## config.mk

```make
export PLATFORM = sky130hd
export DESIGN_NAME = raster_counter
export DESIGN_NICKNAME = d
export VERILOG_FILES = /design/src/common/vm_pkg.sv /design/src/design/raster_counter.sv
export SDC_FILE = /design/constraint.sdc
export NUM_CORES = 1
export LEC_CHECK = 0
export BUFFER_PORTS_ARGS = -buffer_cell sky130_fd_sc_hd__buf_4
export CELL_PAD_IN_SITES_DETAIL_PLACEMENT = 0
export CELL_PAD_IN_SITES_GLOBAL_PLACEMENT = 1
export CORE_MARGIN = 1.5
export CORE_UTILIZATION = 40
export DETAILED_ROUTE_END_ITERATION = 7
export PLACE_DENSITY = 0.87
export REMOVE_ABC_BUFFERS = 1
export SLEW_MARGIN = 0
export SYNTH_ARGS = -nofsm -noshare
export SYNTH_HDL_FRONTEND = slang
export SYNTH_SLANG_ARGS = --single-unit
```

## constraint.sdc

```tcl
create_clock -name clk -period 3.48 [get_ports clk]
set_input_delay 0.348 -clock clk [delete_from_list [all_inputs] [get_ports clk]]
set_output_delay 0.348 -clock clk [all_outputs]
set_load 0.005 [all_outputs]
```

## src/common/vm_pkg.sv

```systemverilog
package vm_pkg;

  ////////////////////
  // widths and sizes

  typedef logic [7:0]  byte_t;
  typedef logic [15:0] word_t;
  typedef logic [7:0]  var_idx_t;
  typedef logic [7:0]  prog_addr_t;
  typedef logic [3:0]  sp_t;

  localparam int PROG_DEPTH  = 256;
  localparam int STACK_DEPTH = 16;
  localparam int VAR_COUNT   = 256;

  ////////////////////
  // work page geometry

  localparam int PAGE_W      = 320;
  localparam int PAGE_H      = 200;
  localparam int PAGE_COUNT  = 4;
  localparam int PAGE_PIXELS = PAGE_W * PAGE_H;

  typedef logic [8:0]  page_x_t;
  typedef logic [7:0]  page_y_t;
  typedef logic [17:0] pix_addr_t;
  typedef logic [3:0]  color_t;

  ////////////////////
  // opcodes

  localparam byte_t OP_MOV_CONST = 8'h00;
  localparam byte_t OP_MOV       = 8'h01;
  localparam byte_t OP_ADD       = 8'h02;
  localparam byte_t OP_ADD_CONST = 8'h03;
  localparam byte_t OP_CALL      = 8'h04;
  localparam byte_t OP_RET       = 8'h05;
  localparam byte_t OP_JMP       = 8'h07;
  localparam byte_t OP_DJNZ      = 8'h09;
  localparam byte_t OP_FILL_PAGE = 8'h0E;
  localparam byte_t OP_SUB       = 8'h13;
  localparam byte_t OP_AND       = 8'h14;
  localparam byte_t OP_OR        = 8'h15;
  localparam byte_t OP_SHL       = 8'h16;
  localparam byte_t OP_SHR       = 8'h17;

  // operation applied to the variable file in the exec step
  typedef enum logic [3:0] {
    ALU_LOAD,
    ALU_COPY,
    ALU_ADD,
    ALU_ADD_K,
    ALU_SUB,
    ALU_AND,
    ALU_OR,
    ALU_SHL,
    ALU_SHR,
    ALU_DEC
  } alu_op_t;

  typedef enum logic [2:0] {
    S_IDLE,
    S_FETCH,
    S_OPERAND,
    S_EXEC,
    S_FILL
  } seq_state_t;

  ////////////////////
  // bundles

  typedef struct packed {
    logic     valid;
    alu_op_t  op;
    var_idx_t dst;
    var_idx_t src;
    word_t    operand;
  } alu_req_t;

  typedef struct packed {
    logic     valid;
    var_idx_t idx;
    word_t    value;
  } var_write_t;

  typedef struct packed {
    logic      valid;
    pix_addr_t addr;
    color_t    color;
  } pix_write_t;

endpackage

```

## src/design/raster_counter.sv

```systemverilog
`timescale 1ns/1ps

module raster_counter
  import vm_pkg::*;
(
  input  logic    clk,
  input  logic    reset,
  input  logic    sweep_start,
  output page_x_t x,
  output page_y_t y,
  output logic    sweep_last,
  output logic    busy
);

  logic at_row_end;
  logic at_page_end;

  assign at_row_end  = (x == page_x_t'(PAGE_W - 1));
  assign at_page_end = (y == page_y_t'(PAGE_H - 1));

  // bottom right pixel of the page
  assign sweep_last = busy && at_row_end && at_page_end;

  always_ff @(posedge clk) begin
    if (!reset) begin
      x    <= '0;
      y    <= '0;
      busy <= 1'b0;
    end else if (sweep_start) begin
      x    <= '0;
      y    <= '0;
      busy <= 1'b1;
    end else if (busy) begin
      if (at_row_end) begin
        x <= '0;
        if (at_page_end) begin
          y    <= '0;
          busy <= 1'b0;
        end else begin
          y <= y + 1'b1;
        end
      end else begin
        x <= x + 1'b1;
      end
    end
  end

endmodule

```

Word level (Yosys, flattened, before mapping)
Index checks and enable logic that the tools add are counted.
{"block": "totals", "inputBits": 3, "regBits": 18, "elab_cells": 18}
{"block": "op_classes", "n_reduce_logical": 4, "bitwise_logic": 1, "add_sub_neg": 2, "mux": 6, "n_eq_ne": 2}
{"operator": "9-bit by 1-bit adder with 9-bit output, second input constant", "n": 1}
{"operator": "9-bit == test, second input constant", "n": 1}
{"operator": "9-bit two-way mux", "n": 1}
{"operator": "8-bit by 1-bit adder with 8-bit output, second input constant", "n": 1}
{"operator": "8-bit == test, second input constant", "n": 1}
{"operator": "8-bit two-way mux", "n": 1}
{"operator": "1-bit two-way mux", "n": 4}
{"operator": "1-bit logical AND", "n": 2}
{"operator": "2-bit AND reduction", "n": 1}
{"operator": "2-bit OR reduction", "n": 1}
{"operator": "1-bit inverter", "n": 1}

Longest topological paths before layout
{"block": "logic_depth", "depth_word": 5, "ltp_mapped": 7}

Worst setup path after synthesis
Ideal clock, no wire load.
{"block": "synth_path", "path_kind": "register to output", "start": "reg y[0]", "end": "out sweep_last", "arrival_ps": 1389, "path_stages_with_launch": 6, "setup_slack_ps": 1743, "required_time_ps": 3132, "cell_sequence": "dfxtp_1 ha_1 nand4_1 or4_1 clkbuf_1 nor2_1"}
{"block": "synth_via", "elab_chain_len": 2}
{"element": "from (decl)", "line": "raster_counter.sv:10", "text": "output page_y_t y,"}
{"element": "from (signal assigned)", "line": "raster_counter.sv:40", "text": "y <= y + 1'b1;"}
{"element": "8-bit == test", "line": "raster_counter.sv:19", "text": "assign at_page_end = (y == page_y_t'(PAGE_H - 1));"}
{"element": "1-bit logical AND", "line": "raster_counter.sv:22", "text": "assign sweep_last = busy && at_row_end && at_page_end;"}
{"element": "to (decl)", "line": "raster_counter.sv:11", "text": "output logic sweep_last,"}
Every way passes these cells.

Final worst setup path
Ends and elaborated chain as after synthesis.

==> qor.yml <==
finish:
  drive_above_1_share_pct: 22.0
  num-fill-cells: 218
  area_delta_synth_final_pct: 20.4
  fin_nets: 133
  diodes: 0
cts:
  clock_sinks: 18
  post_cts.repair.setup_buffers: 0
  root_buffer: "clkbuf_4"
  hold_buffers: 0
  cts_tree: "done"
  cts_buffers: 3
  clk_latency_ns: 0.30
  h-tree-depth: 1
  clk_path_buf_depth: 2
  clk_pin_slew_ns: 0.11
  ctsResizeCount: 0
global_routing:
  antenna_found_initial: 0
  grt_pass1_wl_microns: 3160
  top_usage_layer: "met2"
  grt.overflow.total: 0
  grt_usage_pct: 16.2
  grt_max_degree: 18
  met2_usage_pct: 28.9
  met3_usage_pct: 5.26
  grt_use_met1_pct: 19.1
  grt_pass1_vias: 732
detailed_routing:
  drtIter0Drc: 15
  vias: 836
  routed_via_density: 5.39
  dr.pass1.iters: 4
  wl_microns: 1930
  drc: 0
  ant_nets: 0
  post_drt_wl_per_cell_microns: 12.5
yosys:
  synth_cell_types: 32
  synthCells: 109
  synth_top_cell_area_share_pct: 39.3
  synth_most_common_cell: "dfxtp_1"
  ys_top_cells_by_area: "dfxtp_1 (39%), nand2_1 (6.1%), a21oi_1 (4.9%)"
  synth-seq-cells: 18
  syn_avg_cell_area_sq_um: 8.40
  synth_edf_count: 0
  synth_ff_type: "dfxtp_1"
  ys_seq_area_share_pct: 39.3
  yosysTopAreaCell: "dfxtp_1"
  async_flop_share_pct: 0
  ys_top_cells_by_count: "dfxtp_1 (18), nand2_1 (15), a21oi_1 (9)"
  netlist_area_sq_um: 916
  synth_warnings: 0
sta:
  fin_crit_ns: 2.27
  slew_violations: 0
  timing.hold.ws_ns: 0.315
  hold_viol_final: 0
  worst_pin_slew_ns: 0.658
  rsz0062_at_grt: "no"
  slew_headroom_pct: 56.1
  fmax_ghz: 0.440
  worst_clock_skew_ns: 0.00195
  finalSetupViolCount: 0
  final.period_utilization_pct: 65.4
  tns_ns: 0
die:
  rows: 17
  ios: 22
  die_w_microns: 50.9
  die_h_microns: 50.9
  die_area_sq_um: 2590
  coreArea_sq_um: 2190
  start_util_pct: 41.8
critical_path:
  reg2reg_slack_ns: 1.65
  critPathRequiredTime_ns: 3.13
  critPathCaptureType: "primary output"
  critical_path_arrival_ns: 1.93
  path_class: "register to primary output"
  worstSetupStartpointType: "register"
  cp_max_fo: 9
placement:
  place_hpwl_microns: 1380
  globalplace.congestion: 0.756
  place.port_buffers: 21
power:
  p_per_area_nw_per_um2: 323
  clock_power_share_pct: 37.3
  p_leak_nw: 0.415
  peakVddDrop_v: 0.000195
  seqPwrFrac_pct: 59.0
  switchingPower_w: 0.0000790
  pwr-share-comb_pct: 3.6
  swShare_pct: 22.2
  p_int_w: 0.000277
status:
  status: "finished clean"
hold_path:
  hold_path.class: "input pin to register"
flow_run:
  cap_violations: 0
==> layout make-up <==
type	instances	area (sq um)	share of cell area (%)
multi-input combinational	83	509	46.2
sequential	18	360	32.7
timing repair buffer	21	158	14.3
clock buffer	4	36.3	3.29
tap	28	35.0	3.18
inverter	1	3.75	0.341
==> power by group through the flow <==
stage,combinational [W],clock [W],sequential (W)
3_3_place_gp,0.0000129,0,0.000215
3_5_place_dp,0.0000130,0,0.000215
5_1_grt,0.0000144,0.000144,0.000211
4_1_cts,0.0000130,0.000135,0.000210
2_1_floorplan,0.00000607,0,0.000215
6_report,0.0000130,0.000133,0.000210
==> stage by stage <==
stage / cells / setup slack, ns / power, W / instance area, sq um / util (%)
finish: 155 / 1.21 / 0.000356 / 1100 / 50.3
global route: 155 / 1.12 / 0.000370 / 1100 / 50.3
CTS: 155 / 1.23 / 0.000359 / 1100 / 50.3
detailed placement: 151 / 1.57 / 0.000228 / 1070 / 48.7
global placement: 151 / 1.61 / 0.000228 / 1070 / 48.7
floorplan: 102 / 1.76 / 0.000221 / 873 / -
==> critical path, stage by stage, from the launching register on <==
cell and delay (ns):
dfxtp_1 0.41, ha_1 0.24, nand4_1 0.11, or4_1 0.58, nor2_1 0.16, buf_4 0.12
==> state kept, by name, indices dropped and copies added, names as in the netlist <==
| register | count |
|---|---|
| busy | 1 |
| x | 9 |
| y | 8 |
==> per-layer routing <==
metal,up-vias,share of wire [%]
met5,-,0
met4,0,0
met3,0,5.5
met2,24,48
met1,386,46
li1,426,-
==> placed cells by master, fill, tap and decap left out, drive strengths merged, types with 2 or more instances in the layout <==
cell type | netlist | final
buf | 3 | 21
clkbuf | 4 | 4
xor2 | 4 | 4
nand3 | 6 | 6
dfxtp | 18 | 18
ha | 2 | 2
nor2 | 6 | 6
nor2b | 3 | 3
and3 | 4 | 4
a21oi | 9 | 9
nand3b | 2 | 2
nor3 | 5 | 5
nand2 | 15 | 15
xnor2 | 2 | 2
nand4 | 6 | 6
o21ai | 4 | 4
or4 | 5 | 5
==> kinds of logic (layout without fill, tap and decap cells) <==
group,after synthesis,count (layout),share of synthesized area (%)
flip-flops,18,18,39.3
buffers and inverters,8,26,5.05
adder cells (fa/ha/maj),2,2,2.73
AND/OR/NAND/NOR,56,56,34.8
AO/OA/AOI/OAI,18,18,11.2
multiplexers,1,1,1.09
XOR/XNOR,6,6,5.74
==> path summary, 6_finish.rpt <==
path,startpoint,to,cells past startpoint
worst max-delay path,y[0],sweep_last,5
worst min-delay path,reset,busy,2
worst max register to register,x[0],y[6],5
worst min register to register,y[7],y[7],2
Power figures use the tool's default switching activity.
