<file path="config.mk">
export PLATFORM = sky130hd
export DESIGN_NAME = call_stack
export DESIGN_NICKNAME = d
export VERILOG_FILES = /design/src/common/vm_pkg.sv /design/src/design/call_stack.sv
export SDC_FILE = /design/constraint.sdc
export NUM_CORES = 1
export LEC_CHECK = 0
export ABC_AREA = 1
export BUFFER_PORTS_ARGS = -buffer_cell sky130_fd_sc_hd__buf_2
export CAP_MARGIN = 20
export CORE_ASPECT_RATIO = 2
export CORE_MARGIN = 2
export CORE_UTILIZATION = 40
export DETAILED_ROUTE_END_ITERATION = 8
export PLACE_DENSITY_LB_ADDON = 0.08
export SLEW_MARGIN = 20
export SYNTH_ARGS = -nofsm -noshare
export SYNTH_HDL_FRONTEND = slang
export SYNTH_SLANG_ARGS = --single-unit
</file>
<file path="constraint.sdc">
create_clock -name clk -period 2.1 [get_ports clk]
set_clock_uncertainty 0.05 [all_clocks]
set_input_delay 0 -clock clk [delete_from_list [all_inputs] [get_ports clk]]
set_output_delay 0 -clock clk [all_outputs]
set_load 0.01 [all_outputs]
</file>
<file path="src/common/vm_pkg.sv">
package vm_pkg;

  ////////////////////
  // widths and sizes

  typedef logic [7:0]  byte_t;
  typedef logic [15:0] word_t;
  typedef logic [7:0]  var_idx_t;
  typedef logic [7:0]  prog_addr_t;
  typedef logic [3:0]  sp_t;

  localparam int PROG_DEPTH  = 256;
  localparam int STACK_DEPTH = 16;
  localparam int VAR_COUNT   = 256;

  ////////////////////
  // work page geometry

  localparam int PAGE_W      = 320;
  localparam int PAGE_H      = 200;
  localparam int PAGE_COUNT  = 4;
  localparam int PAGE_PIXELS = PAGE_W * PAGE_H;

  typedef logic [8:0]  page_x_t;
  typedef logic [7:0]  page_y_t;
  typedef logic [17:0] pix_addr_t;
  typedef logic [3:0]  color_t;

  ////////////////////
  // opcodes

  localparam byte_t OP_MOV_CONST = 8'h00;
  localparam byte_t OP_MOV       = 8'h01;
  localparam byte_t OP_ADD       = 8'h02;
  localparam byte_t OP_ADD_CONST = 8'h03;
  localparam byte_t OP_CALL      = 8'h04;
  localparam byte_t OP_RET       = 8'h05;
  localparam byte_t OP_JMP       = 8'h07;
  localparam byte_t OP_DJNZ      = 8'h09;
  localparam byte_t OP_FILL_PAGE = 8'h0E;
  localparam byte_t OP_SUB       = 8'h13;
  localparam byte_t OP_AND       = 8'h14;
  localparam byte_t OP_OR        = 8'h15;
  localparam byte_t OP_SHL       = 8'h16;
  localparam byte_t OP_SHR       = 8'h17;

  // operation applied to the variable file in the exec step
  typedef enum logic [3:0] {
    ALU_LOAD,
    ALU_COPY,
    ALU_ADD,
    ALU_ADD_K,
    ALU_SUB,
    ALU_AND,
    ALU_OR,
    ALU_SHL,
    ALU_SHR,
    ALU_DEC
  } alu_op_t;

  typedef enum logic [2:0] {
    S_IDLE,
    S_FETCH,
    S_OPERAND,
    S_EXEC,
    S_FILL
  } seq_state_t;

  ////////////////////
  // bundles

  typedef struct packed {
    logic     valid;
    alu_op_t  op;
    var_idx_t dst;
    var_idx_t src;
    word_t    operand;
  } alu_req_t;

  typedef struct packed {
    logic     valid;
    var_idx_t idx;
    word_t    value;
  } var_write_t;

  typedef struct packed {
    logic      valid;
    pix_addr_t addr;
    color_t    color;
  } pix_write_t;

endpackage

</file>
<file path="src/design/call_stack.sv">
`timescale 1ns/1ps

module call_stack
  import vm_pkg::*;
(
  input  logic       clk,
  input  logic       reset,
  input  logic       push,
  input  logic       pop,
  input  prog_addr_t ret_addr,
  output prog_addr_t top_addr
);

  prog_addr_t stack_mem [STACK_DEPTH];
  sp_t        sp;

  // sp points at the next free slot
  assign top_addr = stack_mem[sp - 1'b1];

  always_ff @(posedge clk) begin
    if (!reset) begin
      sp <= '0;
    end else if (push) begin
      sp <= sp + 1'b1;
    end else if (pop) begin
      sp <= sp - 1'b1;
    end
  end

  always_ff @(posedge clk) begin
    if (push) begin
      stack_mem[sp] <= ret_addr;
    end
  end

endmodule

</file>
# Word level (Yosys, flattened, before mapping)
# Memories as Yosys holds them, arrays and structs flattened.
# Index checks and enable logic that the tools add are counted.
# op_classes
mux,4
n_reduce_logical,1
add_sub_neg,2
# op_table
cell,count
2-to-1 mux 4 bit,2
"adder 4 x 1 -> 4 bit, second input constant",1
"subtractor 4 x 1 -> 4 bit, second input constant",1
2-to-1 mux 1 bit,2
nonzero test 2 bit,1
# word_totals
register_bits,4
mem_bits_rw,128
memories,1
in_bits,12
# mem_list
memory,depth,width,rd,rd_clocked_by_memory_dff,write_ports,line,text
stack_mem,16,8,1,0,1,call_stack.sv:14,prog_addr_t stack_mem [STACK_DEPTH];

# Depth between registers and ports, before layout
# Gate-level depths: netlist (run 1).
# depth
ltp_word,3
ltp_mapped,12

# Least setup slack after synthesis (run 1)
# No wires, ideal clock.
# synth_path
path_type,reg-to-output
from,reg sp[0]
to,out top_addr[1]
arrival_ps,1927
path_stages_with_launch,13
path_buffers,5
t_required_ps,2050
path_slack_ps,123
path_cell_list,dfxtp_1 > buf_2 > inv_2 > buf_4 > buf_4 > ha_1 > buf_2 > inv_1 > clkbuf_1 > nand2_1 > nand3_2 > nand3_1 > nand2_1
# synth_between
elab_chain_cells,2
# synth_lines
item,line,text
"start, declared",call_stack.sv:15,sp_t sp;
"start signal, assigned",call_stack.sv:24,sp <= sp + 1'b1;
"start signal, assigned",call_stack.sv:26,sp <= sp - 1'b1;
subtractor 4 x 1 -> 4 bit,call_stack.sv:18,assign top_addr = stack_mem[sp - 1'b1];
memory read (16 x 8 bit),-,
"end, declared",call_stack.sv:11,output prog_addr_t top_addr
# No other way between the ends.

# Final worst setup path (run 1)
# layout_path
from,reg sp[0]
to,out top_addr[4]
# The elaborated chain is that of the path after synthesis.

==> run summary, run 1 <==
status: finished, violations left
failing checks: negative hold slack
WP data required: 2.05 ns
Crit Path Max Fanout: 19
Synth Area in Simple Gates: 0.2164
vias in the first global route: 4011
Worst Max-Slew Pin Slew: 0.4579 ns
final worst slack: 0.02794 ns
Adder-Cell Fraction of Synth Area: 0.01062
GRT overflow: 0
XOR/XNOR Fraction of Synth Area: 0.005521
design area: 7518 sq um
Hold Violations, Final: 12
Final min period: 2.072 ns
largest family of logic cells by synthesized area: simple AND/OR/NAND/NOR gates
grt peak-use layer: met2
fin nets: 660
Synth warnings: 0
Die Area: 15780 sq um
top post-synthesis cells by area: edfxtp_1, nand2_1, nand3_1
critical path launch point type: flip-flop
standard-cell row count: 62
Slew Limit Fails: 0
Multi-input gate area: 1685 sq um
Hold Path Class: in -> reg
Leak: 3.244 nW
wire length per cell: 18.80 um
clock sinks: 132
die height: 175.6 um
detailed-route wire length: 15.94 mm
VDD IR max: 625.1 uV
detailed placer's ending HPWL: 9.883 mm
fin cells: 848
placed cells: 794
Mapped Area: 5892 sq um
met3 Usage GRT: 0.03432
crit end category: output pin
io pins: 20
cells after synthesis: 581
Clock Path Buffers: 2
ANT nets after route: 0
Yosys cell types: 22
Tcrit/Tclk final: 0.9867
# DRC: 0
clock slew seen by the registers of the worst setup and hold paths: 0.06 ns
mux cell area share after synthesis: 0
Root Buffer: clkbuf_16
WS Path Type: reg -> out
power per cell area: 986.5 nW/um^2
GP Congestion: 0.7987
H-tree Lvls: 4
register area: 3933 sq um
syn nets: 598
hold slack: -0.006582 ns
FILL cells: 1286
max_cap viols: 0
fmax: 0.4826 GHz
Port Buf Inserts: 19
Tot Pwr: 0.007417 W
via/cell ratio: 4.848
Synth Area in Compound Gates: 0.008494
GRT Total Usage: 0.1991
first-pass GRT wire length: 22.94 mm
area delta synth->final: 27.61%
proportion of layout cells with a drive suffix above 1: 0.2348
DR vias: 4111
M1 GR Usage: 0.2176
#FFs+latches synth: 132
chip width: 89.82 um
Num CTS Buffers: 17
pin count of the biggest net entering global routing: 70
Synth Area per Inst: 10.14 sq um
Yosys top cell area share: 0.6524
n_diodes: 0
post-synth top area cell: edfxtp_1
CTS tree: done
total core area: 14350 sq um
pre-CTS WS: 0.2001 ns
met2 Use GR: 0.3681
Post-DP Area: 6310 sq um
Starting Density: 0.4105
sequential-to-total area share from yosys stat: 0.6660
# setup viols final: 0
Worst-Skew Late Latency: 0.41 ns
Detailed Routing Iterations Pass 1: 4
Slew HR: 0.6948
initial antenna violation count: 0
arrival time worst endpoint: 2.02 ns
DR iter-0 viols: 214
worst max-delay path, stage by stage (launching register included):
cell and delay, ns:
dfxtp_4 0.37, inv_8 0.05, ha_4 0.29, buf_4 0.12, buf_8 0.17, nand3_1 0.09
nand3_1 0.20, nand3_2 0.09, nand2_1 0.09, buf_2 0.13
power by group:
group	internal, W	total [W]	leakage [nW]	switching, W
Combinational	0.000528	0.00136	1.75	0.000833
Clock	0.00199	0.00308	0.298	0.00109
Sequential	0.00295	0.00297	1.19	0.0000230
Total	0.00547	0.00742	3.24	0.00195
state kept, by name, indices dropped and copies added, names as in the netlist:
signal,cells
sp,4
stack_mem,128
routing by layer:
metal  up-vias  part of all wire
met5         -                 0
met4         0             0.034
met3        29             0.025
met2        94              0.56
li1       1997                 -
met1      1991              0.38
through the flow:
step                TNS (ns)  utilization
global placement           0       0.4397
finish                     0       0.5239
CTS                        0       0.4918
detailed placement         0       0.4397
global route        -0.01173       0.5239
floorplan                  0            -
Yosys cell counts:
master	count
nand2_1	184
edfxtp_1	128
inv_1	103
nand3_1	95
nor2_1	19
buf_2	12
buf_4	7
ha_1	5
clkbuf_1	4
dfxtp_1	4
o21ai_0	4
a21oi_1	3
buf_6	2
inv_2	2
nand3_2	2
a211oi_1	1
buf_1	1
nand2_4	1
nand4_1	1
o21a_1	1
xnor2_2	1
xor2_2	1
worst paths after layout:
check	from	endpoint	slack, ns	cells after the start
setup / recovery	sp[0]	top_addr[4]	0.03	9
hold / removal	ret_addr[6]	stack_mem[7][6]	-0.007	1
setup reg to reg	sp[0]	sp[3]	0.09	8
hold reg to reg	sp[2]	sp[2]	0.51	1
cell usage in the layout, fill, tap and decap left out, types with 2 or more instances in the layout:
master and instances:
buf_2 17, clkbuf_1 3, nand3_1 54, nand2_1 175
dlygate4sd3_1 8, buf_8 2, nor2_1 19, clkinvlp_4 2
a21oi_1 3, o21ai_0 4, buf_6 7, ha_1 3
buf_12 2, nand2_4 2, edfxtp_1 128, ha_4 2
dfxtp_4 2, inv_1 101, inv_4 2, clkinv_4 5
clkbuf_16 20, buf_4 28, bufinv_16 4, nand3_2 42
nand2_2 8, clkinv_2 2
layout make-up:
class,count,share of cell area
sequential,132,0.5230
multi-input combinational,318,0.2242
timing repair buffer,68,0.08337
clock buffer,20,0.05808
inverter,105,0.05458
tap,192,0.03195
clock inverter,12,0.02413
timing repair inverter,1,0.0006657
timing repair:
item / 4_1_cts / 5_1_grt
hold endpoints to repair: 29 / 9
hold buffers: 7 / 1
endpoints found under the setup margin: 8 / 9
pin swaps: 0 / 16
gates cloned: 1 / 4
resized for setup: 12 / 66
buffers inserted: 1 / 8
cell families (layout without fill, tap and decap cells):
group / count (synthesis) / after routing
buffers and inverters: 131 / 206
adder cells (fa/ha/maj): 5 / 5
AO/OA/AOI/OAI: 9 / 9
XOR/XNOR: 2 / 2
flip-flops: 132 / 132
AND/OR/NAND/NOR: 302 / 302
Power figures use the tool's default switching activity.
==> inputs of run 2 (changes only) <==
--- a/config.mk
+++ b/config.mk
@@ -5,12 +5,12 @@
 export SDC_FILE = /design/constraint.sdc
 export NUM_CORES = 1
 export LEC_CHECK = 0
-export ABC_AREA = 1
 export BUFFER_PORTS_ARGS = -buffer_cell sky130_fd_sc_hd__buf_2
 export CAP_MARGIN = 20
 export CORE_ASPECT_RATIO = 2
 export CORE_MARGIN = 2
 export CORE_UTILIZATION = 40
+export CTS_BUF_LIST = sky130_fd_sc_hd__clkbuf_2 sky130_fd_sc_hd__clkbuf_4 sky130_fd_sc_hd__clkbuf_8
 export DETAILED_ROUTE_END_ITERATION = 8
 export PLACE_DENSITY_LB_ADDON = 0.08
 export SLEW_MARGIN = 20
==> run summary, run 2 <==
status: finished, violations left (unchanged)
number of flops mapped to enable cells by yosys: 128 (unchanged)
area delta synth->final: 22.90% (was 27.61%)
GRT Total Usage: 0.1761 (was 0.1991)
WP data required: 2.05 ns (about the same)
Synth warnings: 0 (unchanged)
syn nets: 275 (was 598)
arrival time worst endpoint: 2.26 ns (was 2.02 ns)
# setup viols final: 8 (was 0)
Yosys cell types: 33 (was 22)
switching share of power: 0.2626 (was 0.2630)
power per cell area: 942.2 nW/um^2 (was 986.5 nW/um^2)
Detailed Routing Iterations Pass 1: 4 (unchanged)
first-pass GRT wire length: 17.62 mm (was 22.94 mm)
DR vias: 2685 (was 4111)
Port Buf Inserts: 19 (unchanged)
Largest register FFs: 128 (unchanged)
io pins: 20 (unchanged)
proportion of layout cells with a drive suffix above 1: 0.4062 (was 0.2348)
crit end category: output pin (unchanged)
Final min period: 2.313 ns (was 2.072 ns)
sequential-to-total area share from yosys stat: 0.7305 (was 0.6660)
chip width: 85.94 um (was 89.82 um)
fmax: 0.4323 GHz (was 0.4826 GHz)
Seq pwr share: 0.480 (was 0.401)
VDD IR max: 591.0 uV (was 625.1 uV)
max_cap viols: 0 (unchanged)
Post-DP Area: 5779 sq um (was 6310 sq um)
most common cell after layout, fill and taps aside: edfxtp_1 (was nand2_1)
failing checks: negative setup slack (was negative hold slack)
Hold Path Class: in -> reg (unchanged)
Top FF cell, synth: edfxtp_1 (unchanged)
synth cell count leaders: edfxtp_1, mux4_2, nor2_1 (was nand2_1, edfxtp_1, inv_1)
clock sinks: 132 (unchanged)
# DRC: 0 (unchanged)
Slew HR: 0.7505 (was 0.6948)
Clock Path Buffers: 2 (unchanged)
pin count of the biggest net entering global routing: 17 (was 70)
Tcrit/Tclk final: 1.101 (was 0.9867)
fin nets: 362 (was 660)
H-tree Lvls: 4 (unchanged)
Crit Path Max Fanout: 11 (was 19)
top-count cell post-synth: edfxtp_1 (was nand2_1)
ANT nets after route: 0 (unchanged)
GRT overflow: 0 (unchanged)
WS Path Type: reg -> out (unchanged)
Leak: 2.237 nW (was 3.244 nW)
Root Buffer: clkbuf_8 (was clkbuf_16)
initial antenna violation count: 0 (unchanged)
Hold Violations, Final: 0 (was 12)
n_diodes: 0 (unchanged)
asr flop ratio synth: 0 (unchanged)
cells after synthesis: 258 (was 581)
Sw Pwr: 0.001633 W (was 0.001950 W)
Biggest register: stack_mem (unchanged)
post-synth top area cell: edfxtp_1 (unchanged)
Tot Pwr: 0.006220 W (was 0.007417 W)
detailed placer's ending HPWL: 7.149 mm (was 9.883 mm)
RSZ-0062 raised after global routing: yes
Slew Limit Fails: 0 (unchanged)
Mapped Area: 5371 sq um (was 5892 sq um)
detailed-route wire length: 11.63 mm (was 15.94 mm)
wire length per cell: 22.85 um (was 18.80 um)
Num CTS Buffers: 17 (unchanged)
final worst slack: -0.2131 ns (was 0.02794 ns)
Combinational Power Share: 0.223 (was 0.184)
Worst Max-Slew Pin Slew: 0.3723 ns (was 0.4579 ns)
most frequent cells in the layout: edfxtp_1, buf_4, mux4_2 (was nand2_1, edfxtp_1, inv_1)
Worst-Skew Late Latency: 0.43 ns (was 0.41 ns)
Yosys top cell area share: 0.7156 (was 0.6524)
total core area: 13070 sq um (was 14350 sq um)
clock share of power: 0.297 (was 0.416)
critical path launch point type: flip-flop (unchanged)
DR iter-0 viols: 179 (was 214)
vias in the first global route: 2978 (was 4011)
top post-synthesis cells by area: edfxtp_1, mux4_2, mux4_1 (was edfxtp_1, nand2_1, nand3_1)
standard-cell row count: 59 (was 62)
#FFs+latches synth: 132 (unchanged)
via/cell ratio: 5.275 (was 4.848)
die height: 167.9 um (was 175.6 um)
Int Pwr: 0.004586 W (was 0.005466 W)
design area: 6601 sq um (was 7518 sq um)
Die Area: 14430 sq um (was 15780 sq um)
Starting Density: 0.4111 (was 0.4105)
CTS tree: done (unchanged)
clock slew seen by the registers of the worst setup and hold paths: 0.07 ns (was 0.06 ns)
Regs by FF count: stack_mem (128), sp (4) (unchanged)
GP Congestion: 0.7086 (was 0.7987)
Synth Area per Inst: 20.82 sq um (was 10.14 sq um)
run 2: cell count changes in the layout (fill, tap and decap cells not counted), sizes merged, moves of 8 or more:
cell	change
nand2	-180
inv	-101
nand3	-97
mux4	+32
buf	+13
nor2b	+9
mux2i	+8
run 2: stage by stage:
step                      cells  worst slack (ns)  TNS (ns)  utilization  hold slack [ns]
final                       509           -0.2131    -1.441       0.5052           0.3014
after global routing        509           -0.3021    -2.134       0.5052           0.3150
after CTS                   507           -0.3022    -2.308       0.5029           0.2906
after detailed placement    440           -0.1047   -0.2400       0.4423           0.2034
after global placement      440          -0.09086   -0.2070       0.4423           0.2058
after floorplan             258           0.06027         0            -          0.04887
run 2: critical path: stages (launching register included):
cell      delay [ns]
dfxtp_4         0.40
inv_6           0.05
ha_4            0.28
buf_12          0.14
buf_4           0.16
mux4_2          0.36
a211oi_2        0.25
a21oi_1         0.05
buf_2           0.14
run 2: path summary, 6_finish.rpt:
check / from / end / slack [ns] / cells past startpoint
min: reset / sp[2] / 0.30 / 3
max: sp[0] / top_addr[7] / -0.21 / 8
max reg2reg: sp[0] / stack_mem[3][3] / 0.31 / 6
min reg2reg: sp[1] / sp[1] / 0.64 / 3
run 2: cell type report:
class	count	area, sq um
Fill cell	1064	6465
Sequential cell	132	3929
Multi-Input combinational cell	109	1418
Timing Repair Buffer	82	708.2
Clock buffer	19	249.0
Tap cell	152	190.2
Clock inverter	12	91.34
Inverter	3	16.27
run 2: timing repair:
action                                 4_1_cts  5_1_grt
pin swaps                                    5       10
gates resized for setup                     17       13
hold buffers                                12        0
gates cloned                                 3        0
setup endpoints to repair                    8        8
endpoints found under the hold margin      132        0
setup buffers                               21        4
run 2: power by group through the flow:
stage / clock network [W] / logic, W / registers [W]
final: 0.00185 / 0.00139 / 0.00298
after global routing: 0.00202 / 0.00148 / 0.00299
after CTS: 0.00190 / 0.00138 / 0.00298
after detailed placement: 0 / 0.00107 / 0.00304
after global placement: 0 / 0.00107 / 0.00303
after floorplan: 0 / 0.000693 / 0.00303
run 2: cells by family after synthesis:
group / count (synthesis) / synth area share
fa+ha+maj: 5 / 0.01165
compound gates: 19 / 0.02609
xor+xnor: 5 / 0.01095
buf+inv: 17 / 0.02586
simple gates: 40 / 0.03890
mux: 40 / 0.1561
flops: 132 / 0.7305
run 2: routing by layer:
metal | global-route usage | part of all wire
met5 | 0 | 0
met4 | 0.06349 | 0.017
met3 | 0.03824 | 0.020
met2 | 0.3249 | 0.58
met1 | 0.1934 | 0.39
