**src/common/vm_pkg.sv**
```systemverilog
package vm_pkg;

  ////////////////////
  // widths and sizes

  typedef logic [7:0]  byte_t;
  typedef logic [15:0] word_t;
  typedef logic [7:0]  var_idx_t;
  typedef logic [7:0]  prog_addr_t;
  typedef logic [3:0]  sp_t;

  localparam int PROG_DEPTH  = 256;
  localparam int STACK_DEPTH = 16;
  localparam int VAR_COUNT   = 256;

  ////////////////////
  // work page geometry

  localparam int PAGE_W      = 320;
  localparam int PAGE_H      = 200;
  localparam int PAGE_COUNT  = 4;
  localparam int PAGE_PIXELS = PAGE_W * PAGE_H;

  typedef logic [8:0]  page_x_t;
  typedef logic [7:0]  page_y_t;
  typedef logic [17:0] pix_addr_t;
  typedef logic [3:0]  color_t;

  ////////////////////
  // opcodes

  localparam byte_t OP_MOV_CONST = 8'h00;
  localparam byte_t OP_MOV       = 8'h01;
  localparam byte_t OP_ADD       = 8'h02;
  localparam byte_t OP_ADD_CONST = 8'h03;
  localparam byte_t OP_CALL      = 8'h04;
  localparam byte_t OP_RET       = 8'h05;
  localparam byte_t OP_JMP       = 8'h07;
  localparam byte_t OP_DJNZ      = 8'h09;
  localparam byte_t OP_FILL_PAGE = 8'h0E;
  localparam byte_t OP_SUB       = 8'h13;
  localparam byte_t OP_AND       = 8'h14;
  localparam byte_t OP_OR        = 8'h15;
  localparam byte_t OP_SHL       = 8'h16;
  localparam byte_t OP_SHR       = 8'h17;

  // operation applied to the variable file in the exec step
  typedef enum logic [3:0] {
    ALU_LOAD,
    ALU_COPY,
    ALU_ADD,
    ALU_ADD_K,
    ALU_SUB,
    ALU_AND,
    ALU_OR,
    ALU_SHL,
    ALU_SHR,
    ALU_DEC
  } alu_op_t;

  typedef enum logic [2:0] {
    S_IDLE,
    S_FETCH,
    S_OPERAND,
    S_EXEC,
    S_FILL
  } seq_state_t;

  ////////////////////
  // bundles

  typedef struct packed {
    logic     valid;
    alu_op_t  op;
    var_idx_t dst;
    var_idx_t src;
    word_t    operand;
  } alu_req_t;

  typedef struct packed {
    logic     valid;
    var_idx_t idx;
    word_t    value;
  } var_write_t;

  typedef struct packed {
    logic      valid;
    pix_addr_t addr;
    color_t    color;
  } pix_write_t;

endpackage

```
**src/design/vm_sequencer.sv**
```systemverilog
`timescale 1ns/1ps

module vm_sequencer
  import vm_pkg::*;
(
  input  logic       clk,
  input  logic       reset,
  input  logic       run,
  input  byte_t      rom_data,
  output prog_addr_t pc,
  output alu_req_t   alu_req,
  input  logic       dec_zero,
  output logic       push,
  output logic       pop,
  output prog_addr_t ret_addr,
  input  prog_addr_t top_addr,
  output logic       sweep_start,
  input  logic       sweep_last,
  input  page_x_t    x,
  input  page_y_t    y,
  output pix_write_t pix_write
);

  seq_state_t state;
  byte_t      opcode;
  logic [1:0] byte_cnt;
  var_idx_t   dst;
  var_idx_t   src;
  word_t      operand;
  logic       last_operand;

  // operand bytes that follow each opcode
  function automatic logic [1:0] operand_len(input byte_t op);
    case (op)
      OP_MOV_CONST, OP_SHL, OP_SHR, OP_DJNZ:
        return 2'd3;
      OP_MOV, OP_ADD, OP_ADD_CONST, OP_SUB, OP_AND, OP_OR,
      OP_JMP, OP_CALL, OP_FILL_PAGE:
        return 2'd2;
      default:
        return 2'd0;
    endcase
  endfunction

  assign last_operand = (byte_cnt == operand_len(opcode) - 2'd1);

  // counter starts on the colour byte so the first pixel lands in S_FILL
  assign sweep_start = run && (state == S_OPERAND) && last_operand &&
                       (opcode == OP_FILL_PAGE);

  // return address is the byte after the call operands
  assign ret_addr = pc;

  ////////////////////
  // control

  always_ff @(posedge clk) begin
    if (!reset) begin
      state    <= S_IDLE;
      opcode   <= '0;
      byte_cnt <= '0;
      pc       <= '0;
    end else if (!run) begin
      state <= S_IDLE;
      pc    <= '0;
    end else begin
      case (state)
        S_IDLE: begin
          state <= S_FETCH;
        end
        S_FETCH: begin
          opcode   <= rom_data;
          pc       <= pc + 1'b1;
          byte_cnt <= '0;
          // unknown opcodes stay here, one cycle each
          if (rom_data == OP_RET) begin
            state <= S_EXEC;
          end else if (operand_len(rom_data) != 2'd0) begin
            state <= S_OPERAND;
          end
        end
        S_OPERAND: begin
          pc       <= pc + 1'b1;
          byte_cnt <= byte_cnt + 1'b1;
          if (last_operand) begin
            state <= (opcode == OP_FILL_PAGE) ? S_FILL : S_EXEC;
          end
        end
        S_EXEC: begin
          state <= S_FETCH;
          case (opcode)
            OP_JMP, OP_CALL: pc <= operand[7:0];
            OP_DJNZ: begin
              if (!dec_zero) begin
                pc <= operand[7:0];
              end
            end
            OP_RET:  pc <= top_addr;
            default: ;
          endcase
        end
        S_FILL: begin
          if (sweep_last) begin
            state <= S_FETCH;
          end
        end
        default: state <= S_IDLE;
      endcase
    end
  end

  // operand capture, big endian 16-bit values shift in
  always_ff @(posedge clk) begin
    if (state == S_OPERAND) begin
      operand <= {operand[7:0], rom_data};
      if (byte_cnt == 2'd0) begin
        dst <= rom_data;
      end
      if (byte_cnt == 2'd1) begin
        src <= rom_data;
      end
    end
  end

  ////////////////////
  // exec step requests

  always_comb begin
    alu_req         = '0;
    alu_req.dst     = dst;
    alu_req.src     = src;
    alu_req.operand = operand;
    push            = 1'b0;
    pop             = 1'b0;
    if (state == S_EXEC) begin
      case (opcode)
        OP_MOV_CONST: begin
          alu_req.valid = 1'b1;
          alu_req.op    = ALU_LOAD;
        end
        OP_MOV: begin
          alu_req.valid = 1'b1;
          alu_req.op    = ALU_COPY;
        end
        OP_ADD: begin
          alu_req.valid = 1'b1;
          alu_req.op    = ALU_ADD;
        end
        OP_ADD_CONST: begin
          // constant is a single unsigned byte
          alu_req.valid   = 1'b1;
          alu_req.op      = ALU_ADD_K;
          alu_req.operand = {8'h00, operand[7:0]};
        end
        OP_SUB: begin
          alu_req.valid = 1'b1;
          alu_req.op    = ALU_SUB;
        end
        OP_AND: begin
          alu_req.valid = 1'b1;
          alu_req.op    = ALU_AND;
        end
        OP_OR: begin
          alu_req.valid = 1'b1;
          alu_req.op    = ALU_OR;
        end
        OP_SHL: begin
          alu_req.valid = 1'b1;
          alu_req.op    = ALU_SHL;
        end
        OP_SHR: begin
          alu_req.valid = 1'b1;
          alu_req.op    = ALU_SHR;
        end
        OP_DJNZ: begin
          alu_req.valid = 1'b1;
          alu_req.op    = ALU_DEC;
        end
        OP_CALL: push = 1'b1;
        OP_RET:  pop  = 1'b1;
        default: ;
      endcase
    end
  end

  // page number sits in dst, colour in the low operand byte
  always_comb begin
    pix_write.valid = (state == S_FILL);
    pix_write.addr  = pix_addr_t'(dst[1:0]) * pix_addr_t'(PAGE_PIXELS) +
                      pix_addr_t'(y) * pix_addr_t'(PAGE_W) + pix_addr_t'(x);
    pix_write.color = operand[3:0];
  end

endmodule

```
**config.mk**
```make
export PLATFORM = sky130hd
export DESIGN_NAME = vm_sequencer
export DESIGN_NICKNAME = d
export VERILOG_FILES = /design/src/common/vm_pkg.sv /design/src/design/vm_sequencer.sv
export SDC_FILE = /design/constraint.sdc
export NUM_CORES = 1
export LEC_CHECK = 0
export BUFFER_PORTS_ARGS = -buffer_cell sky130_fd_sc_hd__buf_2
export CORE_MARGIN = 3
export CORE_UTILIZATION = 37
export DETAILED_ROUTE_END_ITERATION = 8
export PLACE_DENSITY_LB_ADDON = 0.3
export SLEW_MARGIN = 15
export SYNTH_ARGS = -nofsm -noshare
export SYNTH_HDL_FRONTEND = slang
export SYNTH_SLANG_ARGS = --single-unit
export TNS_END_PERCENT = 5
```
**constraint.sdc**
```tcl
create_clock -name clk -period 5.07 [get_ports clk]
set_input_delay 0.507 -clock clk [delete_from_list [all_inputs] [get_ports clk]]
set_output_delay 0.507 -clock clk [all_outputs]
set_load 0.02 [all_outputs]
```
* Word level (Yosys, flattened, before mapping)
Memories as Yosys holds them, arrays and structs flattened. A register that Yosys moved wholly into a read port is not among the register bits.
Index checks and enable logic that the tools add are counted.
W data, S select, Z words.
** Cells by class
- Add/sub/neg operators :: 5
- $mul :: 2
- Equal/unequal tests :: 25
- Mux-type cells :: 26
- Reductions and logical operators :: 21
** Operator list (number)
- $pmux W5 S10 :: 1
- $eq A8 B5 Y1 const B :: 5
- $eq A8 B3 Y1 const B :: 4
- $mux W16 :: 2
- $pmux W8 S3 :: 1
- $add A18 B17 Y18 :: 1
- $add A18 B9 Y18 :: 1
- $eq A8 B2 Y1 const B :: 2
- $eq A8 B4 Y1 const B :: 2
- $pmux W8 S2 :: 1
- $mux W3 :: 5
- $mux W5 :: 3
- $mux W2 :: 6
- $pmux W3 S4 :: 1
- $mul A8 B3 Y11 const B :: 1
- $reduce_and A2 Y1 :: 5
- $logic_not A3 Y1 :: 3
- $mul A2 B7 Y9 const B :: 1
- $add A8 B1 Y8 const B :: 1
- $eq A8 B1 Y1 const B :: 1
- $logic_not A8 Y1 :: 1
- $mux W8 :: 1
- $eq A3 B2 Y1 const B :: 2
- $ne A3 B3 Y1 const B :: 2
- other kinds (15) :: 26
** Storage, ports and cells
- Bits in registers :: 53
- ROM bits :: 128
- Input bits :: 38
- Output and inout port bits :: 79
- Word-level logic and storage cells :: 88
- Memories :: 2
** Memories
- (name not given) :: depth 32, bits a word 2, read ports 1, clocked after Yosys merged registers in 0, write ports 0, RTL line vm_sequencer.sv:34 : case (op)
- (name not given) :: depth 32, bits a word 2, read ports 1, clocked after Yosys merged registers in 1, write ports 0, RTL line vm_sequencer.sv:34

* Longest topological paths before layout
Gate-level depths: netlist (run 1).
- Depth in word-level cells :: 10
- Mapped depth :: 14
- Gate-level depth less buffers :: 14

* Worst setup path before layout (run 1)
No wires, ideal clock.
- Path kind :: input-to-output
- Start point :: input port y[1]
- End point :: output port pix_write[21] in the netlist's numbering
- Data arrival time :: 3.194 ns
- Required time :: 4.563 ns
- Slack :: 1.369 ns
- Stages on the path :: 14
- Path buffers :: 0
- Cells stage by stage :: ha_1 ha_1 inv_1 fa_1 nor2b_1 o21ai_0 a21boi_0 or4b_2 nand3_1 ha_1 nand2b_1 nor3_1 a2111oi_0 o211ai_1
** RTL lines
- start: declaration :: RTL line vm_sequencer.sv:20 : input page_y_t y,
- end: declaration :: RTL line vm_sequencer.sv:21 : output pix_write_t pix_write

==> run_results.csv, run 1 <==
group,metric,value,unit
floorplanning,dieArea,12000,sq um
detailed_routing,dr.pass1.iters,4,
floorplanning,ios,117,
critical_path,max_stage_delay,630,ps
timing,rsz0062_at_grt,"false",
yosys,async_reset_ff_share,0,%
yosys,synth_top_family_by_area,"simple AND/OR/NAND/NOR gates",
yosys,yosys_warnings,0,
timing,fmax,241,MHz
timing,fin_tns_setup,0,ps
cells_and_area,layout-drive-gt1-share,26.9,%
min_path,min_from,"rom_data[7]",
detailed_routing,route.detailed.drc,0,
cells_and_area,n_fill_cell,1041,
critical_path,cp.required,4560,ps
clocking,cts_inserted_buffers,5,
grt,grt_overflow_total,0,
placed_design,io_buffer_count,104,
cells_and_area,syn2layout_area_growth,13.1,%
critical_path,end_kind,"output port",
yosys,yosysUniqueCellTypes,69,
yosys,yosysSeqAreaShare,35.7,%
cells_and_area,final_core_util,43.4,%
detailed_routing,vias,3246,
floorplanning,row_count,37,
timing,fin_crit,4150,ps
grt,antenna_found_initial,0,
yosys,yosys.cell_count.top_type,"ha_1",
yosys,netlist_area,3980,sq um
yosys,synth_compound_area_share,14.8,%
yosys,synth_flop_cell,"edfxtp_1",
detailed_routing,wl_per_cell,15.2,um
clocking,clk_latency,310,ps
timing,finalHoldViolations,0,
yosys,ys_seq_elements,55,
timing,period_share,81.9,%
critical_path,crit_type,"input port to output port",
cells_and_area,num_antenna_cells,0,
clocking,clkTransAtPathRegs,100,ps
placed_design,dp.cells,612,
timing,worst_slew_pin_slew,1190,ps
timing,whs,474,ps
min_path,min_path_type,"input port to flop",
yosys,syn_inst,410,
critical_path,timing.critical_path.mode_cell,"ha_1",
grt,track_usage,15.6,%
grt,grt_pass1_vias,2977,
yosys,synth_area_per_cell,9.70,sq um
detailed_routing,drtIter0Drc,186,
timing,clock_skew,14.5,ps
yosys,synth_simple_gate_area_share,19.4,%
critical_path,crit_fanout,6,
yosys,synth.net_count,487,
grt,grt_max_degree,19,
run,maxCapViolations,0,
cells_and_area,regArea,1420,sq um
clocking,h-tree-depth,2,
critical_path,cp_cell_sequence,"buf_2 > ha_1 > ha_1 > inv_1 > fa_1 > nor2b_1 > o21ai_0 > a21boi_0 > or4b_2 > nand3_1 > ha_1 > nand2b_1 > nor3_1 > a2111oi_0 > o211ai_1 > buf_2",
floorplanning,coreArea,10400,sq um
yosys,netlist.area_leader.share,24.2,%
outcome,status,"complete, no violations",
critical_path,critPathSlowestCell,"or4b_2",
clocking,post_cts_buffers,0,
clocking,cts_tree,"built",
cells_and_area,fin_nets,560,
critical_path,worstPathArrival,3640,ps
detailed_routing,wl,9450,um
detailed_routing,via_per_inst,5.24,
cells_and_area,instances_no_fill,620,
timing,final-setup-viol-count,0,
clocking,ctsLongestPathBuffers,2,
yosys,yosys.area.top_type,"edfxtp_1",
power_and_ir_drop,p_leak,1.93,nW
grt,grt_first_pass_wirelength,14800,um
timing,maxSlewViolCount,0,
placed_design,place_hpwl,7220,um
yosys,synthAdderAreaFrac,12.6,%
timing,relSlewSlack,20.8,%
yosys,synth_area_leaders,"edfxtp_1, ha_1, dfxtp_1",
cells_and_area,multi_input_area,2180,sq um
floorplanning,initial_utilization,38.4,%
floorplanning,die_h,110,um
clocking,holdBufCountCts,0,
placed_design,place.gp.congestion,0.811,
yosys,yosys-top-cells-count,"ha_1, edfxtp_1, buf_4, inv_1, dfxtp_1",
clocking,cts.sinks,55,
clocking,cts_resized,0,
power_and_ir_drop,power.density,231,nW/um^2
yosys,synthMuxAreaShare,5.32,%
yosys,synth-xor-area-share,2.42,%
critical_path,crit_start,"y[1]",
clocking,root_buffer,"clkbuf_8",
floorplanning,die_w,110,um
yosys,synth_edf_count,32,
power_and_ir_drop,ir_drop,105,uV
critical_path,cp-start-kind,"input port",
critical_path,rr_startpoint,"opcode[2]",
detailed_routing,antenna_left,0,
-- sequential cells by signal, summed over array words and instances (netlist names), named ones only --
signal / count
byte_cnt: 2
opcode: 8
dst: 8
src: 8
operand: 16
pc: 8
state: 3
-- cell families (layout without fill, tap and decap cells) --
group	after synthesis	after routing
adder cells (fa/ha/maj)	39	39
multiplexers	20	20
XOR/XNOR	11	11
flip-flops	55	55
AO/OA/AOI/OAI	86	86
buffers and inverters	66	140
AND/OR/NAND/NOR	133	133
-- area by class of cell --
cell class / count / area share, %
well taps: 136 / 3.78
multi-input cells: 289 / 48.4
flip-flops and latches: 55 / 31.6
clock buffers: 7 / 1.92
repair buffers: 106 / 11.9
clock inverters: 1 / 0.195
inverters: 26 / 2.17
-- power breakdown --
| group | total [W] | internal (W) | switching [W] |
|---|---|---|---|
| logic | 0.000292 | 0.000119 | 0.000173 |
| clock network | 0.000259 | 0.000113 | 0.000145 |
| registers | 0.000487 | 0.000476 | 0.0000109 |
-- worst max-delay path, delay by kind of cell --
kind | cells | cell delay (ps)
simple gates | 5 | 1000
fa+ha+maj | 4 | 930
compound gates | 4 | 830
buf+inv | 3 | 370
-- metrics by stage --
step                cell area, sq um  power, W  setup WS [ps]
floorplan                       3980  0.000714           1370
CTS                             4500   0.00105            916
global route                    4500   0.00110            606
detailed placement              4400  0.000792            922
finish                          4500   0.00104            920
global placement                4400  0.000786           1050
-- metal layers --
layer / vias to the layer above / track usage (%) / share of wire [%]
li1: 1624 / - / -
met1: 1535 / 21.9 / 47
met2: 78 / 25.1 / 47
met3: 9 / 2.70 / 4.9
met4: 0 / 3.83 / 0.89
met5: - / 0 / 0
-- layout by cell type (no fill, tap or decap), types with 4 or more instances in the layout --
cell type  netlist  layout
a211oi_1         7       7
a21oi_1         21      21
and2_1          14      14
and3_1           6       6
buf_2            2     104
clkbuf_8         0       6
dfxtp_1         23      23
edfxtp_1        32      32
ha_1            37      37
inv_1           26      26
mux2i_1         17      17
nand2_1         15      15
nand3_1         12      12
nand3b_1         4       4
nor2_1          21      21
nor2b_1         16      16
nor3_1          14      13
o21ai_0         16      16
xnor2_1          9       9
-- path summary, 6_finish.rpt --
path,slack [ps],cells past startpoint,end
worst min-delay path,470,1,operand[7]
worst min register to register,500,0,operand[12]
worst max-delay path,920,16,pix_write[21]
worst max register to register,2560,5,pc[5]
Power figures use the tool's default switching activity.
==> run 2: changes to the inputs <==
==> constraint.sdc (replaced) <==
create_clock -name clk -period 3.8 [get_ports clk]
set_input_delay 0.38 -clock clk [delete_from_list [all_inputs] [get_ports clk]]
set_output_delay 0.38 -clock clk [all_outputs]
set_load 0.02 [all_outputs]
==> run_results.csv, run 2 (synthesis results as in run 1) <==
group,metric,value,unit
timing,fin_tns_setup,0,ps
grt,antenna_found_initial,0,
outcome,status,"complete, no violations",
timing,finalHoldViolations,0,
detailed_routing,via_per_inst,5.17,
floorplanning,coreArea,10400,sq um
timing,clock_skew,6.62,ps
min_path,min_path_type,"input port to flop",
critical_path,worstPathArrival,3210,ps
power_and_ir_drop,ir_drop,165,uV
grt,grt_overflow_total,0,
timing,fmax,278,MHz
power_and_ir_drop,p_seq_share,47.6,%
floorplanning,row_count,37,
critical_path,crit_fanout,6,
timing,final-setup-viol-count,0,
clocking,cts.sinks,55,
critical_path,rr_startpoint,"state[0]",
clocking,ctsLongestPathBuffers,2,
power_and_ir_drop,p_leak,1.93,nW
critical_path,crit_start,"y[1]",
power_and_ir_drop,power,0.00137,W
cells_and_area,n_fill_cell,1061,
power_and_ir_drop,power.density,303,nW/um^2
critical_path,cp.required,3420,ps
detailed_routing,antenna_left,0,
clocking,cts_resized,0,
power_and_ir_drop,p_comb_share,29.0,%
timing,worst_slew_pin_slew,639,ps
cells_and_area,layout-drive-gt1-share,27.8,%
clocking,cts_inserted_buffers,5,
clocking,root_buffer,"clkbuf_8",
grt,grt_first_pass_wirelength,15200,um
detailed_routing,route.detailed.drc,0,
clocking,clk_latency,300,ps
floorplanning,die_h,110,um
critical_path,cp-start-kind,"input port",
detailed_routing,wl_per_cell,15.2,um
power_and_ir_drop,cellInternalPower,0.000928,W
cells_and_area,final_common_cell,"buf_2",
floorplanning,ios,117,
min_path,min_from,"rom_data[7]",
timing,period_share,94.6,%
detailed_routing,dr.pass1.iters,6,
cells_and_area,largest_register_ffs,16,
clocking,clkTransAtPathRegs,100,ps
power_and_ir_drop,power_frac_clock,23.5,%
grt,track_usage,16.1,%
floorplanning,initial_utilization,38.4,%
cells_and_area,fin_nets,562,
grt,grt_pass1_vias,3069,
timing,relSlewSlack,56.8,%
critical_path,crit_type,"input port to output port",
timing,fin_crit,3590,ps
clocking,holdBufCountCts,0,
cells_and_area,syn2layout_area_growth,13.5,%
grt,grt_max_degree,20,
clocking,h-tree-depth,2,
detailed_routing,drtIter0Drc,256,
cells_and_area,regMostFlops,"operand",
power_and_ir_drop,p_sw,0.000439,W
timing,maxSlewViolCount,0,
clocking,post_cts_buffers,0,
placed_design,place_hpwl,7230,um
placed_design,place.gp.congestion,0.820,
critical_path,end_kind,"output port",
placed_design,io_buffer_count,104,
floorplanning,dieArea,12000,sq um
detailed_routing,vias,3214,
clocking,cts_tree,"built",
floorplanning,die_w,110,um
cells_and_area,final_cell_mix,"buf_2, ha_1, edfxtp_1",
power_and_ir_drop,netSwitchingFraction,32.1,%
run,maxCapViolations,0,
detailed_routing,wl,9470,um
timing,rsz0062_at_grt,"false",
cells_and_area,num_antenna_cells,0,
-- run 2: layout make-up --
| class | count | area [sq um] | area share [%] |
|---|---|---|---|
| Clock inverter | 2 | 12.5 | 0.277 |
| Multi-Input combinational cell | 289 | 2190 | 48.5 |
| Timing Repair Buffer | 108 | 551 | 12.2 |
| Inverter | 26 | 97.6 | 2.16 |
| Tap cell | 136 | 170 | 3.77 |
| Clock buffer | 6 | 72.6 | 1.61 |
| Sequential cell | 55 | 1420 | 31.5 |
-- run 2: final timing paths --
path / slack [ps] / cells after the start / endpoint
max: 210 / 14 / pix_write[20]
min: 350 / 1 / src[7]
max reg2reg: 1520 / 6 / flop
min reg2reg: 490 / 0 / operand[12]
-- run 2: worst max-delay path, stage by stage --
cell      delay (ps)
buf_2            120
ha_1             290
ha_1             210
inv_1             70
fa_1             200
nor2b_1           60
o21ai_1          190
a21boi_2         100
or4b_2           610
nand3_1          100
ha_1             290
o311a_1          350
nand3_1           90
buf_2            160
-- run 2: power by group through the flow --
stage,Clock [W],Sequential (W),Combinational [W]
after floorplan,0,0.000656,0.000296
after global placement,0,0.000663,0.000388
after detailed placement,0,0.000664,0.000395
after CTS,0.000332,0.000650,0.000397
after global routing,0.000348,0.000652,0.000444
final,0.000321,0.000650,0.000396
-- run 2: routing by layer --
layer / track usage [%] / part of all wire [%]
met1: 22.8 / 47
met2: 26.1 / 48
met3: 2.35 / 4.5
met4: 3.21 / 0.71
met5: 0 / 0
-- run 2: metrics by stage --
stage / std cells / instance area [sq um] / hold slack (ps) / util [%] / setup slack, ps
global placement: 614 / 4420 / 479 / 42.6 / 114
finish: 622 / 4520 / 351 / 43.5 / 207
CTS: 622 / 4500 / 338 / 43.4 / 58.3
global route: 622 / 4520 / 334 / 43.5 / 0.0173
floorplan: 410 / 3980 / 442 / - / 353
detailed placement: 614 / 4420 / 480 / 42.6 / 62.7
